`src/design/mem_stage_config.svh`:
```
`ifndef MEM_STAGE_CONFIG_SVH
`define MEM_STAGE_CONFIG_SVH

// Direct-mapped data cache size, in lines of 16 bytes
`define MS_DCACHE_LINES \
    16

// Counter width of the memory-mapped PWM timer
`define MS_PWM_WIDTH \
    16

`endif

```
`src/design/mem_stage_pkg.sv`:
```
package mem_stage_pkg;

`include "mem_stage_config.svh"

    // Address split: tag | index | 4-bit line offset
    localparam int INDEX_W = $clog2(`MS_DCACHE_LINES);
    localparam int TAG_W   = 32 - INDEX_W - 4;

    typedef logic [31:0]        word_t;
    typedef logic [31:0]        addr_t;
    typedef logic [127:0]       line_t;      // Also the main-memory block
    typedef logic [4:0]         reg_idx_t;
    typedef logic [2:0]         ls_funct_t;  // RV32I load/store funct3
    typedef logic [INDEX_W-1:0] index_t;
    typedef logic [TAG_W-1:0]   tag_t;

    // funct3 codes
    localparam ls_funct_t LS_B  = 3'd0;
    localparam ls_funct_t LS_H  = 3'd1;
    localparam ls_funct_t LS_W  = 3'd2;
    localparam ls_funct_t LS_BU = 3'd4;
    localparam ls_funct_t LS_HU = 3'd5;

    typedef enum logic [1:0] {
        IDLE,
        WRITEBACK,
        REFILL,
        DONE
    } dc_state_t;

endpackage

```
`src/design/dcache_array.sv`:
```
`timescale 1ns/1ps

`include "mem_stage_config.svh"

module dcache_array (
    input  logic                  clk_i,
    input  logic                  rst_i,
    input  mem_stage_pkg::index_t index_i,
    input  mem_stage_pkg::tag_t   tag_i,
    input  logic [1:0]            word_sel_i,
    input  logic                  store_i,
    input  logic [3:0]            byte_en_i,
    input  mem_stage_pkg::word_t  store_word_i,
    input  logic                  line_wr_i,
    input  logic                  line_clean_i,
    input  mem_stage_pkg::line_t  line_i,
    output logic                  hit_o,
    output logic                  victim_dirty_o,
    output mem_stage_pkg::tag_t   victim_tag_o,
    output mem_stage_pkg::line_t  victim_line_o,
    output mem_stage_pkg::word_t  read_word_o
);

    logic [`MS_DCACHE_LINES-1:0] valid_q;
    logic [`MS_DCACHE_LINES-1:0] dirty_q;
    mem_stage_pkg::tag_t         tag_q  [`MS_DCACHE_LINES];
    mem_stage_pkg::line_t        data_q [`MS_DCACHE_LINES];

    assign hit_o          = valid_q[index_i] && (tag_q[index_i] == tag_i);
    assign victim_dirty_o = valid_q[index_i] && dirty_q[index_i];
    assign victim_tag_o   = tag_q[index_i];
    assign victim_line_o  = data_q[index_i];
    assign read_word_o    = data_q[index_i][word_sel_i*32 +: 32];

    always_ff @(posedge clk_i) begin
        if (!rst_i) begin
            valid_q <= '0;
            dirty_q <= '0;
        end else begin
            if (line_wr_i) valid_q[index_i] <= 1'b1;
            if (line_clean_i) begin
                dirty_q[index_i] <= 1'b0;
            end else if (store_i && hit_o) begin
                dirty_q[index_i] <= 1'b1;   // Write-back policy
            end
        end
    end

    // Line storage
    always_ff @(posedge clk_i) begin
        if (line_wr_i) begin
            tag_q[index_i]  <= tag_i;
            data_q[index_i] <= line_i;
        end else if (store_i && hit_o) begin
            for (int b = 0; b < 4; b++) begin
                if (byte_en_i[b]) data_q[index_i][word_sel_i*32 + b*8 +: 8] <= store_word_i[b*8 +: 8];
            end
        end
    end

endmodule

```
`src/design/dcache_ctrl.sv`:
```
`timescale 1ns/1ps

module dcache_ctrl (
    input  logic                 clk_i,
    input  logic                 rst_i,
    input  logic                 access_i,       // Load or store to the cached region
    input  logic                 hit_i,
    input  logic                 victim_dirty_i,
    input  mem_stage_pkg::tag_t  victim_tag_i,
    input  mem_stage_pkg::addr_t addr_i,
    input  logic                 mm_ready_i,
    input  logic                 mm_valid_i,
    output logic                 mm_req_o,
    output logic                 mm_rd_o,
    output logic                 mm_wr_o,
    output mem_stage_pkg::addr_t mm_addr_o,
    output logic                 line_wr_o,
    output logic                 line_clean_o,
    output logic                 stall_o
);

    mem_stage_pkg::dc_state_t state_q, state_d;
    mem_stage_pkg::index_t    index;
    logic                     busy;
    logic                     req_q;      // Request already issued, waiting for valid
    logic                     xfer_done;

    assign index = addr_i[4 +: mem_stage_pkg::INDEX_W];

    assign busy = (state_q == mem_stage_pkg::WRITEBACK) || (state_q == mem_stage_pkg::REFILL);

    // First request cycle needs ready, after that hold until valid
    assign mm_req_o  = busy && (req_q || mm_ready_i);
    assign mm_rd_o   = mm_req_o && (state_q == mem_stage_pkg::REFILL);
    assign mm_wr_o   = mm_req_o && (state_q == mem_stage_pkg::WRITEBACK);
    assign xfer_done = mm_req_o && mm_valid_i;

    // Block-aligned address of the victim or of the missing line
    assign mm_addr_o = (state_q == mem_stage_pkg::WRITEBACK) ?
                       {victim_tag_i, index, 4'b0000} : {addr_i[31:4], 4'b0000};

    assign stall_o = busy || ((state_q == mem_stage_pkg::IDLE) && access_i && !hit_i);

    assign line_wr_o    = xfer_done && (state_q == mem_stage_pkg::REFILL);
    assign line_clean_o = xfer_done;    // Victim written back or fresh line

    always_comb begin
        state_d = state_q;
        case (state_q)
            mem_stage_pkg::IDLE: begin
                if (access_i && !hit_i) begin
                    state_d = victim_dirty_i ? mem_stage_pkg::WRITEBACK : mem_stage_pkg::REFILL;
                end
            end
            mem_stage_pkg::WRITEBACK: begin
                if (xfer_done) state_d = mem_stage_pkg::REFILL;
            end
            mem_stage_pkg::REFILL: begin
                if (xfer_done) state_d = mem_stage_pkg::DONE;
            end
            default: state_d = mem_stage_pkg::IDLE;   // DONE, the hit completes here
        endcase
    end

    always_ff @(posedge clk_i) begin
        if (!rst_i) begin
            state_q <= mem_stage_pkg::IDLE;
            req_q   <= 1'b0;
        end else begin
            state_q <= state_d;
            if (xfer_done) begin
                req_q <= 1'b0;
            end else if (mm_req_o) begin
                req_q <= 1'b1;
            end
        end
    end

endmodule

```
`src/design/load_store_align.sv`:
```
`timescale 1ns/1ps

module load_store_align (
    input  mem_stage_pkg::ls_funct_t funct_i,
    input  logic [1:0]               byte_off_i,
    input  mem_stage_pkg::word_t     wdata_i,
    input  mem_stage_pkg::word_t     rword_i,
    output logic [3:0]               byte_en_o,
    output mem_stage_pkg::word_t     store_word_o,
    output mem_stage_pkg::word_t     load_word_o
);

    mem_stage_pkg::word_t shifted;

    // Store side, data replicated into every lane
    always_comb begin
        case (funct_i)
            mem_stage_pkg::LS_B: begin
                store_word_o = {4{wdata_i[7:0]}};
                byte_en_o    = 4'b0001 << byte_off_i;
            end
            mem_stage_pkg::LS_H: begin
                store_word_o = {2{wdata_i[15:0]}};
                byte_en_o    = 4'b0011 << {byte_off_i[1], 1'b0};
            end
            default: begin  // SW
                store_word_o = wdata_i;
                byte_en_o    = 4'b1111;
            end
        endcase
    end

    assign shifted = rword_i >> {byte_off_i, 3'b000};

    // Load side
    always_comb begin
        case (funct_i)
            mem_stage_pkg::LS_B:  load_word_o = {{24{shifted[7]}}, shifted[7:0]};
            mem_stage_pkg::LS_BU: load_word_o = {24'h0, shifted[7:0]};
            mem_stage_pkg::LS_H:  load_word_o = {{16{shifted[15]}}, shifted[15:0]};
            mem_stage_pkg::LS_HU: load_word_o = {16'h0, shifted[15:0]};
            mem_stage_pkg::LS_W:  load_word_o = rword_i;
            default:              load_word_o = rword_i;   // Reserved codes
        endcase
    end

endmodule

```
`src/design/mem_stage_top.sv`:
```
`timescale 1ns/1ps

module mem_stage_top (
    input  logic                     clk_i,
    input  logic                     rst_i,
    input  logic                     mem_rd_i,
    input  logic                     mem_wr_i,
    input  mem_stage_pkg::addr_t     addr_i,
    input  mem_stage_pkg::word_t     wdata_i,
    input  mem_stage_pkg::ls_funct_t funct_i,
    input  logic                     rd_wen_i,
    input  mem_stage_pkg::reg_idx_t  rd_idx_i,
    input  mem_stage_pkg::word_t     rd_data_i,
    output logic                     stall_o,
    output logic                     rd_wen_o,
    output mem_stage_pkg::reg_idx_t  rd_idx_o,
    output mem_stage_pkg::word_t     rd_data_o,
    output logic                     load_valid_o,
    output mem_stage_pkg::word_t     load_data_o,
    output logic                     mm_req_o,
    output logic                     mm_rd_o,
    output logic                     mm_wr_o,
    output mem_stage_pkg::addr_t     mm_addr_o,
    output mem_stage_pkg::line_t     mm_wdata_o,
    input  logic                     mm_ready_i,
    input  logic                     mm_valid_i,
    input  mem_stage_pkg::line_t     mm_rdata_i,
    output logic                     pwm_o
);

    logic                 cache_sel, io_sel;
    logic                 hit, victim_dirty, line_wr, line_clean;
    mem_stage_pkg::tag_t  victim_tag;
    mem_stage_pkg::word_t cache_word, io_word, rword, store_word, load_word;
    logic [3:0]           byte_en;

    // Address bit 30 splits cache and I/O space
    assign cache_sel = (mem_rd_i || mem_wr_i) && !addr_i[30];
    assign io_sel    = (mem_rd_i || mem_wr_i) && addr_i[30];
    assign rword     = addr_i[30] ? io_word : cache_word;

    dcache_ctrl u_ctrl (
        .clk_i(clk_i), .rst_i(rst_i), .access_i(cache_sel), .hit_i(hit),
        .victim_dirty_i(victim_dirty), .victim_tag_i(victim_tag), .addr_i(addr_i),
        .mm_ready_i(mm_ready_i), .mm_valid_i(mm_valid_i), .mm_req_o(mm_req_o),
        .mm_rd_o(mm_rd_o), .mm_wr_o(mm_wr_o), .mm_addr_o(mm_addr_o),
        .line_wr_o(line_wr), .line_clean_o(line_clean), .stall_o(stall_o)
    );

    dcache_array u_array (
        .clk_i(clk_i), .rst_i(rst_i),
        .index_i(addr_i[4 +: mem_stage_pkg::INDEX_W]),
        .tag_i(addr_i[31 -: mem_stage_pkg::TAG_W]),
        .word_sel_i(addr_i[3:2]), .store_i(cache_sel && mem_wr_i), .byte_en_i(byte_en),
        .store_word_i(store_word), .line_wr_i(line_wr), .line_clean_i(line_clean),
        .line_i(mm_rdata_i), .hit_o(hit), .victim_dirty_o(victim_dirty),
        .victim_tag_o(victim_tag), .victim_line_o(mm_wdata_o), .read_word_o(cache_word)
    );

    load_store_align u_align (
        .funct_i(funct_i), .byte_off_i(addr_i[1:0]), .wdata_i(wdata_i), .rword_i(rword),
        .byte_en_o(byte_en), .store_word_o(store_word), .load_word_o(load_word)
    );

    pwm_timer u_pwm (
        .clk_i(clk_i), .rst_i(rst_i), .sel_i(io_sel), .wr_i(mem_wr_i),
        .reg_sel_i(addr_i[2]),   // Period at +0, duty at +4
        .wdata_i(store_word), .byte_en_i(byte_en), .rdata_o(io_word), .pwm_o(pwm_o)
    );

    mem_wb_reg u_wb (
        .clk_i(clk_i), .rst_i(rst_i), .stall_i(stall_o), .rd_wen_i(rd_wen_i),
        .rd_idx_i(rd_idx_i), .rd_data_i(rd_data_i), .load_i(mem_rd_i),
        .load_data_i(load_word), .rd_wen_o(rd_wen_o), .rd_idx_o(rd_idx_o),
        .rd_data_o(rd_data_o), .load_valid_o(load_valid_o), .load_data_o(load_data_o)
    );

endmodule

```
`src/design/mem_wb_reg.sv`:
```
`timescale 1ns/1ps

module mem_wb_reg (
    input  logic                    clk_i,
    input  logic                    rst_i,
    input  logic                    stall_i,
    input  logic                    rd_wen_i,
    input  mem_stage_pkg::reg_idx_t rd_idx_i,
    input  mem_stage_pkg::word_t    rd_data_i,
    input  logic                    load_i,
    input  mem_stage_pkg::word_t    load_data_i,
    output logic                    rd_wen_o,
    output mem_stage_pkg::reg_idx_t rd_idx_o,
    output mem_stage_pkg::word_t    rd_data_o,
    output logic                    load_valid_o,
    output mem_stage_pkg::word_t    load_data_o
);

    // Enables drop to 0 while the stage is stalled
    always_ff @(posedge clk_i) begin
        if (!rst_i) begin
            rd_wen_o     <= 1'b0;
            load_valid_o <= 1'b0;
        end else begin
            rd_wen_o     <= rd_wen_i && !stall_i;
            load_valid_o <= load_i && !stall_i;
        end
    end

    // Data fields hold during a stall
    always_ff @(posedge clk_i) begin
        if (!stall_i) begin
            rd_idx_o    <= rd_idx_i;
            rd_data_o   <= rd_data_i;
            load_data_o <= load_data_i;
        end
    end

endmodule

```
`src/design/pwm_timer.sv`:
```
`timescale 1ns/1ps

`include "mem_stage_config.svh"

module pwm_timer (
    input  logic                 clk_i,
    input  logic                 rst_i,
    input  logic                 sel_i,
    input  logic                 wr_i,
    input  logic                 reg_sel_i,    // 0 period, 1 duty
    input  mem_stage_pkg::word_t wdata_i,
    input  logic [3:0]           byte_en_i,
    output mem_stage_pkg::word_t rdata_o,
    output logic                 pwm_o
);

    logic [`MS_PWM_WIDTH-1:0] period_q;
    logic [`MS_PWM_WIDTH-1:0] duty_q;
    logic [`MS_PWM_WIDTH-1:0] cnt_q;
    mem_stage_pkg::word_t     new_word;

    assign rdata_o = reg_sel_i ? mem_stage_pkg::word_t'(duty_q) : mem_stage_pkg::word_t'(period_q);

    // Byte-lane merge into the selected register
    always_comb begin
        for (int b = 0; b < 4; b++) begin
            new_word[b*8 +: 8] = byte_en_i[b] ? wdata_i[b*8 +: 8] : rdata_o[b*8 +: 8];
        end
    end

    always_ff @(posedge clk_i) begin
        if (!rst_i) begin
            period_q <= '0;
            duty_q   <= '0;
            cnt_q    <= '0;
            pwm_o    <= 1'b0;
        end else begin
            if (sel_i && wr_i) begin
                if (reg_sel_i) duty_q <= new_word[`MS_PWM_WIDTH-1:0];
                else           period_q <= new_word[`MS_PWM_WIDTH-1:0];
            end
            if ((period_q == '0) || (cnt_q >= period_q - 1'b1)) begin
                cnt_q <= '0;    // Wrap, or parked while period is 0
            end else begin
                cnt_q <= cnt_q + 1'b1;
            end
            pwm_o <= (period_q != '0) && (cnt_q < duty_q);
        end
    end

endmodule
```
`config.mk`:
```
export PLATFORM = sky130hd
export DESIGN_NAME = mem_stage_top
export DESIGN_NICKNAME = d
export VERILOG_FILES = /design/src/design/mem_stage_pkg.sv /design/src/design/dcache_array.sv /design/src/design/dcache_ctrl.sv /design/src/design/load_store_align.sv /design/src/design/mem_stage_top.sv /design/src/design/mem_wb_reg.sv /design/src/design/pwm_timer.sv
export VERILOG_INCLUDE_DIRS = /design/src /design/src/design
export SDC_FILE = /design/constraint.sdc
export NUM_CORES = 2
export LEC_CHECK = 0
export BUFFER_PORTS_ARGS = -buffer_cell sky130_fd_sc_hd__clkbuf_2
export CAP_MARGIN = 20
export CORE_MARGIN = 2
export CORE_UTILIZATION = 50
export CTS_CLUSTER_SIZE = 25
export DETAILED_ROUTE_END_ITERATION = 8
export PLACE_DENSITY = 0.67
export RECOVER_POWER = 50
export SKIP_LAST_GASP = 1
export SYNTH_ARGS = -nofsm -noshare
export SYNTH_HDL_FRONTEND = slang
export SYNTH_SLANG_ARGS = --single-unit
export TNS_END_PERCENT = 10
```
`constraint.sdc`:
```
create_clock -name clk_i -period 11.72 [get_ports clk_i]
set_input_delay 1.758 -clock clk_i [delete_from_list [all_inputs] [get_ports clk_i]]
set_output_delay 1.758 -clock clk_i [all_outputs]
set_load 0.01 [all_outputs]
```
[Yosys cells after proc, flatten, opt, wreduce, memory -nomap -nowiden]
Memory sizes are Yosys's and may differ from the RTL's.
Index checks and enable logic that the tools add are counted.
Operators by class
  add/sub/neg operators: 9
  multipliers: 0
  div/mod/pow operators: 0
  order comparisons: 4
  eq/ne operators: 9
  shifts and indexed selects: 12
  multiplexer cells: 551
  bitwise gates (word level): 518
  reduce and logical (&&, ||, !) cells: 37
Operators with widths (count)
  two-way mux 1 bit: 529
  two-way mux 128 bit: 4
  bitwise OR 1 bit: 512
  variable shift 8 x 34 -> 128 bit (first input constant): 4
  variable part select 8 x 34 -> 128 bit: 4
  case mux 32 bit (4 select lines): 1
  variable part select 128 x 8 -> 32 bit: 1
  negation 32 -> 34 bit: 3
  two-way mux 32 bit: 2
  case mux 32 bit (2 select lines): 1
  two-way mux 16 bit: 3
  negation 7 -> 34 bit: 1
  bitwise OR 16 bit: 2
  >> shifter 32 x 5 -> 16 bit: 1
  == test 24 bit: 1
  logical AND 1 bit: 19
  adder 16 x 1 -> 16 bit (second input constant): 1
  adder 7 x 5 -> 8 bit (second input constant): 2
  bitwise AND 16 bit: 1
  >= comparator 16 bit: 1
  zero test 16 bit: 1
  less-than comparator 16 bit: 1
  two-way mux 8 bit: 2
  inverter 16 bit: 1
  other kinds (27): 42
Word-level totals
  register bits after elaboration: 155
  latch bits: 0
  RAM bits: 2432
  bits in read-only memories: 0
  input port bits: 239
  output and inout bits: 236
  word-level logic and storage cells: 1155
  memories kept: 2
Memory list
  u_array.data_q: words 16, bits a word 128, rd ports 1, clocked after memory_dff 0, wr ports 1, line dcache_array.sv:27  | mem_stage_pkg::line_t data_q [`MS_DCACHE_LINES];
  u_array.tag_q: words 16, bits a word 24, rd ports 1, clocked after memory_dff 0, wr ports 1, line dcache_array.sv:26  | mem_stage_pkg::tag_t tag_q [`MS_DCACHE_LINES];

[Depth between registers and ports, before layout]
  word-level depth: 11
  gate-level depth with buffers: 17
  mapped depth without buffers: 12

[Hierarchy]
Synthesis repeated with hierarchy kept, for this count alone.
Unflattened totals
  cells, all modules: 5456
  area total of the unflattened synthesis: 106786.2 µm²
By module, submodules not included
  dcache_array: times used 1, cells an instance 4683, area an instance 98943.6 µm², seq. area each 73670.7 µm²
  pwm_timer: times used 1, cells an instance 409, area an instance 3304.4 µm², seq. area each 980.9 µm²
  mem_wb_reg: times used 1, cells an instance 74, area an instance 2133.3 µm², seq. area each 2112.0 µm²
  load_store_align: times used 1, cells an instance 181, area an instance 1213.7 µm², seq. area each 0.0 µm²
  dcache_ctrl: times used 1, cells an instance 70, area an instance 643.1 µm², seq. area each 60.1 µm²
  mem_stage_top: times used 1, cells an instance 39, area an instance 548.0 µm², seq. area each 0.0 µm²

[Worst setup path before layout]
No wires, ideal clock.
  kind: input to output
  from: input port addr_i[4]
  to: output port stall_o
  data arrival time: 8.168 ns
  required time: 9.962 ns
  path slack: 1.794 ns
  cell stages on the path: 12
  cell sequence: buf_6 -> buf_6 -> buf_6 -> nor2_1 -> a22oi_1 -> and3_1 -> a2111oi_0 -> nand4_1 -> a2111o_1 -> or3_1 -> a31oi_1 -> inv_1
Between the ends
  cells in the longest elaborated chain, start to end: 6
Ends and longest elaborated chain
  start, declared: line mem_stage_top.sv:8  | input mem_stage_pkg::addr_t addr_i,
  memory (16 x 24 bit) / binary-select mux 1 bit (select 4 bit) (equally long branches)
  == test 24 bit / two-way mux 1 bit (equally long branches): line dcache_array.sv:29  | assign hit_o = valid_q[index_i] && (tag_q[index_i] == tag_i);
  logical AND 1 bit *: line dcache_array.sv:29
  zero test 1 bit *: line dcache_ctrl.sv:42  | assign stall_o = busy || ((state_q == mem_stage_pkg::IDLE) && access_i && !hit_i);
  logical AND 1 bit *: line dcache_ctrl.sv:42
  logical OR 1 bit *: line dcache_ctrl.sv:42
  end, declared: line mem_stage_top.sv:14  | output logic stall_o,
Mark *: on every way between the ends. The rest lies on a longest branch, timed or not. The select of a mux whose other input is x is not followed.

[Final worst setup path]
  from: input port addr_i[5]
  to: output port stall_o
Same word-level chain as after synthesis.

==> flow_summary.html <==
<table>
<tr><th>Metric</th><th>Value</th></tr>
<tr><th colspan="2">Synthesis</th></tr>
<tr><td>Number of enable-type register cells in the synthesized netlist</td><td>2,501</td></tr>
<tr><td>Post-synthesis instance total</td><td>5,233</td></tr>
<tr><td>Per-instance average area after synthesis</td><td>approximately 20 µm²</td></tr>
<tr><td>Number of synthesis warnings</td><td>0</td></tr>
<tr><td>Number of synthesized register bits</td><td>2,587</td></tr>
<tr><td>Async set or reset register ratio after synthesis</td><td>0</td></tr>
<tr><td>Synth Flop Type</td><td>sky130_fd_sc_hd__edfxtp_1</td></tr>
<tr><td>Count of different cell masters after synthesis</td><td>between 60 and 70</td></tr>
<tr><td>Sequential area share after synthesis</td><td>0.731</td></tr>
<tr><td>Mapped Area</td><td>between 100,000 and 150,000 µm²</td></tr>
<tr><th colspan="2">Run</th></tr>
<tr><td>Max Cap Viol</td><td>33</td></tr>
<tr><th colspan="2">Setup path</th></tr>
<tr><td>Launch instance of the worst register-to-register path</td><td>u_array.tag_q[1][9]</td></tr>
<tr><td>Library cell contributing the largest single delay on the critical path</td><td>sky130_fd_sc_hd__a31oi_1</td></tr>
<tr><td>Type of the setup path with the least slack</td><td>in2out</td></tr>
<tr><td>Critical Path RT</td><td>between 9 and 10 ns</td></tr>
<tr><td>Buf+Inv Stages, Crit Path</td><td>4</td></tr>
<tr><td>Largest delay contributor family on the critical path</td><td>compound AO/OA/AOI/OAI gates</td></tr>
<tr><td>Arrival time at the worst endpoint</td><td>approximately 7.6 ns</td></tr>
<tr><td>Capturing point of the worst reg2reg path</td><td>u_wb.rd_data_o[22]</td></tr>
<tr><td>R2R Setup Slk</td><td>4.90 ns</td></tr>
<tr><td>CP max stage delay</td><td>~1.2 ns</td></tr>
<tr><td>Reg2reg path depth</td><td>10</td></tr>
<tr><td>Element type at the critical path start</td><td>primary input</td></tr>
<tr><td>Critical path depth</td><td>12</td></tr>
<tr><td>Crit Path Max Fanout</td><td>90</td></tr>
<tr><td>Critical path, cell by cell</td><td>buf_8, nor2b_1, clkbuf_1, a22oi_1, nand2_1, a2111oi_0, nand4_1, a2111o_1, or3_1, a31oi_1, inv_1, clkbuf_2</td></tr>
<tr><td>Worst setup path endpoint</td><td>stall_o</td></tr>
<tr><td>Source of the critical timing path</td><td>addr_i[5]</td></tr>
<tr><td>CP endpoint kind</td><td>output port</td></tr>
<tr><th colspan="2">Place</th></tr>
<tr><td>IO buf count</td><td>470</td></tr>
<tr><td>Place WS</td><td>about 3.3 ns</td></tr>
<tr><td>RePlAce Congestion</td><td>0.887</td></tr>
<tr><td>Placed cell count</td><td>8,315</td></tr>
<tr><td>Placed Area</td><td>approximately 110,000 µm²</td></tr>
<tr><td>Detailed placer's ending HPWL</td><td>about 190 mm</td></tr>
<tr><th colspan="2">Floorplan</th></tr>
<tr><td>Starting density of the core</td><td>0.502</td></tr>
<tr><td>I/O pin total</td><td>approximately 480</td></tr>
<tr><td>Number of placement rows</td><td>around 170</td></tr>
<tr><td>X dimension of the die</td><td>between 400 and 500 µm</td></tr>
<tr><td>Vert. Die Dim</td><td>462 µm</td></tr>
<tr><td>Area of the core region</td><td>around 210,000 µm²</td></tr>
<tr><td>Die Outline Area</td><td>between 200,000 and 250,000 µm²</td></tr>
<tr><th colspan="2">Min path</th></tr>
<tr><td>Class of the most critical hold timing path</td><td>reg2reg</td></tr>
<tr><th colspan="2">Clock network</th></tr>
<tr><td>Post-CTS Hold Buffers</td><td>0</td></tr>
<tr><td>Root buf cell</td><td>sky130_fd_sc_hd__clkbuf_16</td></tr>
<tr><td>Insertion delay to the later sink of the worst-skew pair</td><td>roughly 0.93 ns</td></tr>
<tr><td>TritonCTS clock tree</td><td>yes</td></tr>
<tr><td>CTS H-tree lvls</td><td>5</td></tr>
<tr><td>Clk sink count</td><td>2,587</td></tr>
<tr><td>Post-CTS Setup Repair Bufs</td><td>0</td></tr>
<tr><td>Reg clk slew, reported paths</td><td>0.06 ns</td></tr>
<tr><td>Clock buffer count from CTS</td><td>284</td></tr>
<tr><td>CTS-repair resized insts</td><td>0</td></tr>
<tr><td>Number of buffers on the longest clock path</td><td>4</td></tr>
<tr><th colspan="2">STA</th></tr>
<tr><td>Part of the cycle the worst path needs</td><td>0.800</td></tr>
<tr><td>Unrepaired setup endpoints after global routing</td><td>no</td></tr>
<tr><td>Final critical-path required period</td><td>approximately 9.4 ns</td></tr>
<tr><td>Least setup slack across all paths after layout</td><td>2.35 ns</td></tr>
<tr><td>Worst slew margin relative to its limit</td><td>-1.21</td></tr>
<tr><td>Slew at the pin closest to its max-slew limit</td><td>3.31 ns</td></tr>
<tr><td>Final Max Slew Viols</td><td>728</td></tr>
<tr><td>Post-Route Setup TNS</td><td>0 ns</td></tr>
<tr><td>Final setup skew</td><td>0.0424 ns</td></tr>
<tr><td>Final hold violations</td><td>0</td></tr>
<tr><td>Highest attainable clock frequency</td><td>107 MHz</td></tr>
<tr><td>Number of setup violations in the final report</td><td>0</td></tr>
<tr><th colspan="2">Pwr</th></tr>
<tr><td>Sw frac</td><td>0.233</td></tr>
<tr><td>Cell area power density</td><td>~170 nW/µm²</td></tr>
<tr><td>Peak ir drop on the vdd network</td><td>around 160 µV</td></tr>
<tr><td>Design internal power</td><td>~16 mW</td></tr>
<tr><td>Leakage power summed over all cells</td><td>38.4 nW</td></tr>
<tr><td>Overall power after layout</td><td>~21 mW</td></tr>
<tr><td>Switching power</td><td>4.88 mW</td></tr>
<tr><td>Clock share of power</td><td>0.412</td></tr>
<tr><td>Portion of total power attributed to sequential cells</td><td>0.501</td></tr>
<tr><td>Fraction of power consumed by combinational cells</td><td>0.088</td></tr>
<tr><th colspan="2">Routing</th></tr>
<tr><td>Total number of vias</td><td>about 57,000</td></tr>
<tr><td># DRC</td><td>0</td></tr>
<tr><td>Antenna Nets Post-Route</td><td>0</td></tr>
<tr><td>Initial DRT Pass Iterations</td><td>8</td></tr>
<tr><td>DR vias/cell</td><td>between 6 and 7</td></tr>
<tr><td>Detailed Route Iter0 Violations</td><td>7,941</td></tr>
<tr><td>WL final</td><td>about 310 mm</td></tr>
<tr><td>Average wire length per cell after detail routing</td><td>around 34 µm</td></tr>
<tr><th colspan="2">GRT</th></tr>
<tr><td>Global Route Usage Sum</td><td>0.282</td></tr>
<tr><td>Wire length of the first global-routing pass</td><td>423 mm</td></tr>
<tr><td>Number of antenna violations at the first check in global routing</td><td>46</td></tr>
<tr><td>Largest net degree at the start of global routing</td><td>about 150</td></tr>
<tr><td>Number of global-route vias before repair</td><td>around 55,000</td></tr>
<tr><td>Residual overflow from global routing</td><td>0</td></tr>
<tr><th colspan="2">Finish</th></tr>
<tr><td>Final cell count without fillers</td><td>8,890</td></tr>
<tr><td>Fin area</td><td>119,000 µm²</td></tr>
<tr><td>Fraction of layout cells with a size suffix above 1</td><td>0.269</td></tr>
<tr><td>Total number of nets in the final design</td><td>between 6,000 and 7,000</td></tr>
<tr><td>Syn-to-layout area delta</td><td>13.7%</td></tr>
<tr><th colspan="2">Outcome</th></tr>
<tr><td>Violations in the final reports</td><td>capacitance limit, slew limit</td></tr>
<tr><td>Run status</td><td>complete, but fails checks</td></tr>
</table>
-- flip-flops by register name, indices dropped and copies added, names as in the netlist, named ones only --
| name | count |
|---|---|
| u_ctrl.req_q | 1 |
| u_array.valid_q | 16 |
| u_array.tag_q | 384 |
| u_wb.rd_idx_o | 5 |
| u_pwm.pwm_o | 1 |
| u_wb.load_valid_o | 1 |
| u_wb.rd_wen_o | 1 |
| u_ctrl.state_q | 2 |
| u_wb.load_data_o | 32 |
| u_wb.rd_data_o | 32 |
| u_array.data_q | 2048 |
| u_pwm.period_q | 16 |
| u_pwm.cnt_q | 16 |
| u_pwm.duty_q | 16 |
-- power by group through the flow --
stage | combinational, mW | clock (mW) | sequential [mW]
CTS | 1.85 | 8.67 | 10.4
global placement | 1.82 | 0 | 10.6
finish | 1.83 | 8.60 | 10.5
floorplan | 0.888 | 0 | 10.7
detailed placement | 1.84 | 0 | 10.6
global route | 1.90 | 9.02 | 10.5
-- layout by cell type (no fill, tap or decap), types with 16 or more instances in the layout --
master and n:
sky130_fd_sc_hd__xnor2_1 40, sky130_fd_sc_hd__mux2i_1 193, sky130_fd_sc_hd__bufinv_16 21, sky130_fd_sc_hd__a21oi_1 51
sky130_fd_sc_hd__clkbuf_2 353, sky130_fd_sc_hd__buf_4 84, sky130_fd_sc_hd__clkbuf_16 293, sky130_fd_sc_hd__a21o_1 23
sky130_fd_sc_hd__edfxtp_1 2501, sky130_fd_sc_hd__ha_1 43, sky130_fd_sc_hd__clkinv_2 35, sky130_fd_sc_hd__mux2_1 78
sky130_fd_sc_hd__dfxtp_1 86, sky130_fd_sc_hd__inv_1 94, sky130_fd_sc_hd__mux2_2 21, sky130_fd_sc_hd__nand2_1 144
sky130_fd_sc_hd__a211oi_1 23, sky130_fd_sc_hd__nor2_1 476, sky130_fd_sc_hd__nand3_1 35, sky130_fd_sc_hd__a22oi_1 37
sky130_fd_sc_hd__o21ai_0 51, sky130_fd_sc_hd__a31oi_1 37, sky130_fd_sc_hd__mux4_2 752, sky130_fd_sc_hd__o221ai_1 16
sky130_fd_sc_hd__diode_2 24, sky130_fd_sc_hd__and4_1 16, sky130_fd_sc_hd__clkbuf_1 277, sky130_fd_sc_hd__clkinv_1 50
-- cells in the mapped netlist (4+ instances only) --
cell type	count	share of area
sky130_fd_sc_hd__and2_1	14	0.00083
sky130_fd_sc_hd__buf_4	25	0.0018
sky130_fd_sc_hd__and4_1	16	0.0013
sky130_fd_sc_hd__mux2_2	27	0.0029
sky130_fd_sc_hd__nor2b_1	14	0.00083
sky130_fd_sc_hd__buf_6	14	0.0015
sky130_fd_sc_hd__a211oi_1	23	0.0016
sky130_fd_sc_hd__nand2_1	153	0.0055
sky130_fd_sc_hd__clkbuf_1	119	0.0043
sky130_fd_sc_hd__a21o_1	23	0.0016
sky130_fd_sc_hd__inv_1	96	0.0034
sky130_fd_sc_hd__o211ai_1	13	0.00093
sky130_fd_sc_hd__ha_1	43	0.0051
sky130_fd_sc_hd__a221oi_1	5	0.00042
sky130_fd_sc_hd__nor2_1	486	0.017
sky130_fd_sc_hd__o22ai_1	8	0.00048
sky130_fd_sc_hd__xnor2_1	40	0.0033
sky130_fd_sc_hd__a31oi_1	37	0.0022
sky130_fd_sc_hd__nand4_1	4	0.00024
sky130_fd_sc_hd__nand2b_1	8	0.00048
sky130_fd_sc_hd__mux2i_1	198	0.019
sky130_fd_sc_hd__nor3_1	13	0.00062
sky130_fd_sc_hd__edfxtp_1	2501	0.71
sky130_fd_sc_hd__xor2_1	13	0.0011
sky130_fd_sc_hd__a22oi_1	37	0.0026
sky130_fd_sc_hd__mux4_2	752	0.16
sky130_fd_sc_hd__o21ai_0	51	0.0024
sky130_fd_sc_hd__a21oi_1	51	0.0024
sky130_fd_sc_hd__o21ai_1	4	0.00019
sky130_fd_sc_hd__nand3_1	36	0.0017
sky130_fd_sc_hd__o221ai_1	16	0.0013
sky130_fd_sc_hd__mux2_1	72	0.0077
sky130_fd_sc_hd__nor3b_1	5	0.00036
sky130_fd_sc_hd__or3_1	5	0.00030
sky130_fd_sc_hd__buf_1	59	0.0021
sky130_fd_sc_hd__buf_2	106	0.0050
sky130_fd_sc_hd__dfxtp_1	86	0.016
sky130_fd_sc_hd__and3_1	11	0.00066
sky130_fd_sc_hd__inv_2	4	0.00014
-- logic make-up (layout without fill, tap and decap cells) --
family,after synthesis,count (layout),share of synthesized area
multiplexers,1049,1049,0.191
AND/OR/NAND/NOR,774,774,0.0308
buffers and inverters,424,1249,0.0183
XOR/XNOR,53,53,0.00442
other,1,28,0.0000357
flip-flops,2587,2587,0.731
adder cells (fa/ha/maj),43,43,0.00512
AO/OA/AOI/OAI,302,302,0.0193
-- area by class of cell --
class                      count  area, µm²
clock inverter               116       1080
timing repair buffer         662       3440
fill                       15400      89700
sequential                  2587      76800
inverter                     101        388
tap                         2805       3510
multi-input combinational   2225      26400
clock buffer                 370       7720
antenna                       24       60.1
-- how the worst min path moves through the flow --
stage | startpoint | to | slack [ns] | cells past startpoint
after floorplan | register | register | 0.43 | 2
after global placement | u_array.valid_q[15] | u_array.valid_q[15] | 0.44 | 1
after detailed placement | u_array.valid_q[15] | u_array.valid_q[15] | 0.45 | 1
after CTS | u_array.valid_q[15] | u_array.valid_q[15] | 0.47 | 1
after global routing | u_array.valid_q[15] | u_array.valid_q[15] | 0.49 | 1
final | u_array.valid_q[15] | u_array.valid_q[15] | 0.46 | 1
-- routing by layer --
metal | global-route usage | wire length, µm | vias up
li1 | - | - | 22700
met1 | 0.386 | 114000 | 29800
met2 | 0.422 | 141000 | 3623
met5 | 0 | 202 | -
met4 | 0.143 | 17100 | 32
met3 | 0.0732 | 34800 | 694
-- metrics by stage --
step,hold WS [ns],util
after floorplan,0.432,-
final,0.465,0.571
after detailed placement,0.453,0.529
after global routing,0.494,0.571
after CTS,0.467,0.572
after global placement,0.442,0.529
(Power assumes the default switching activity.)
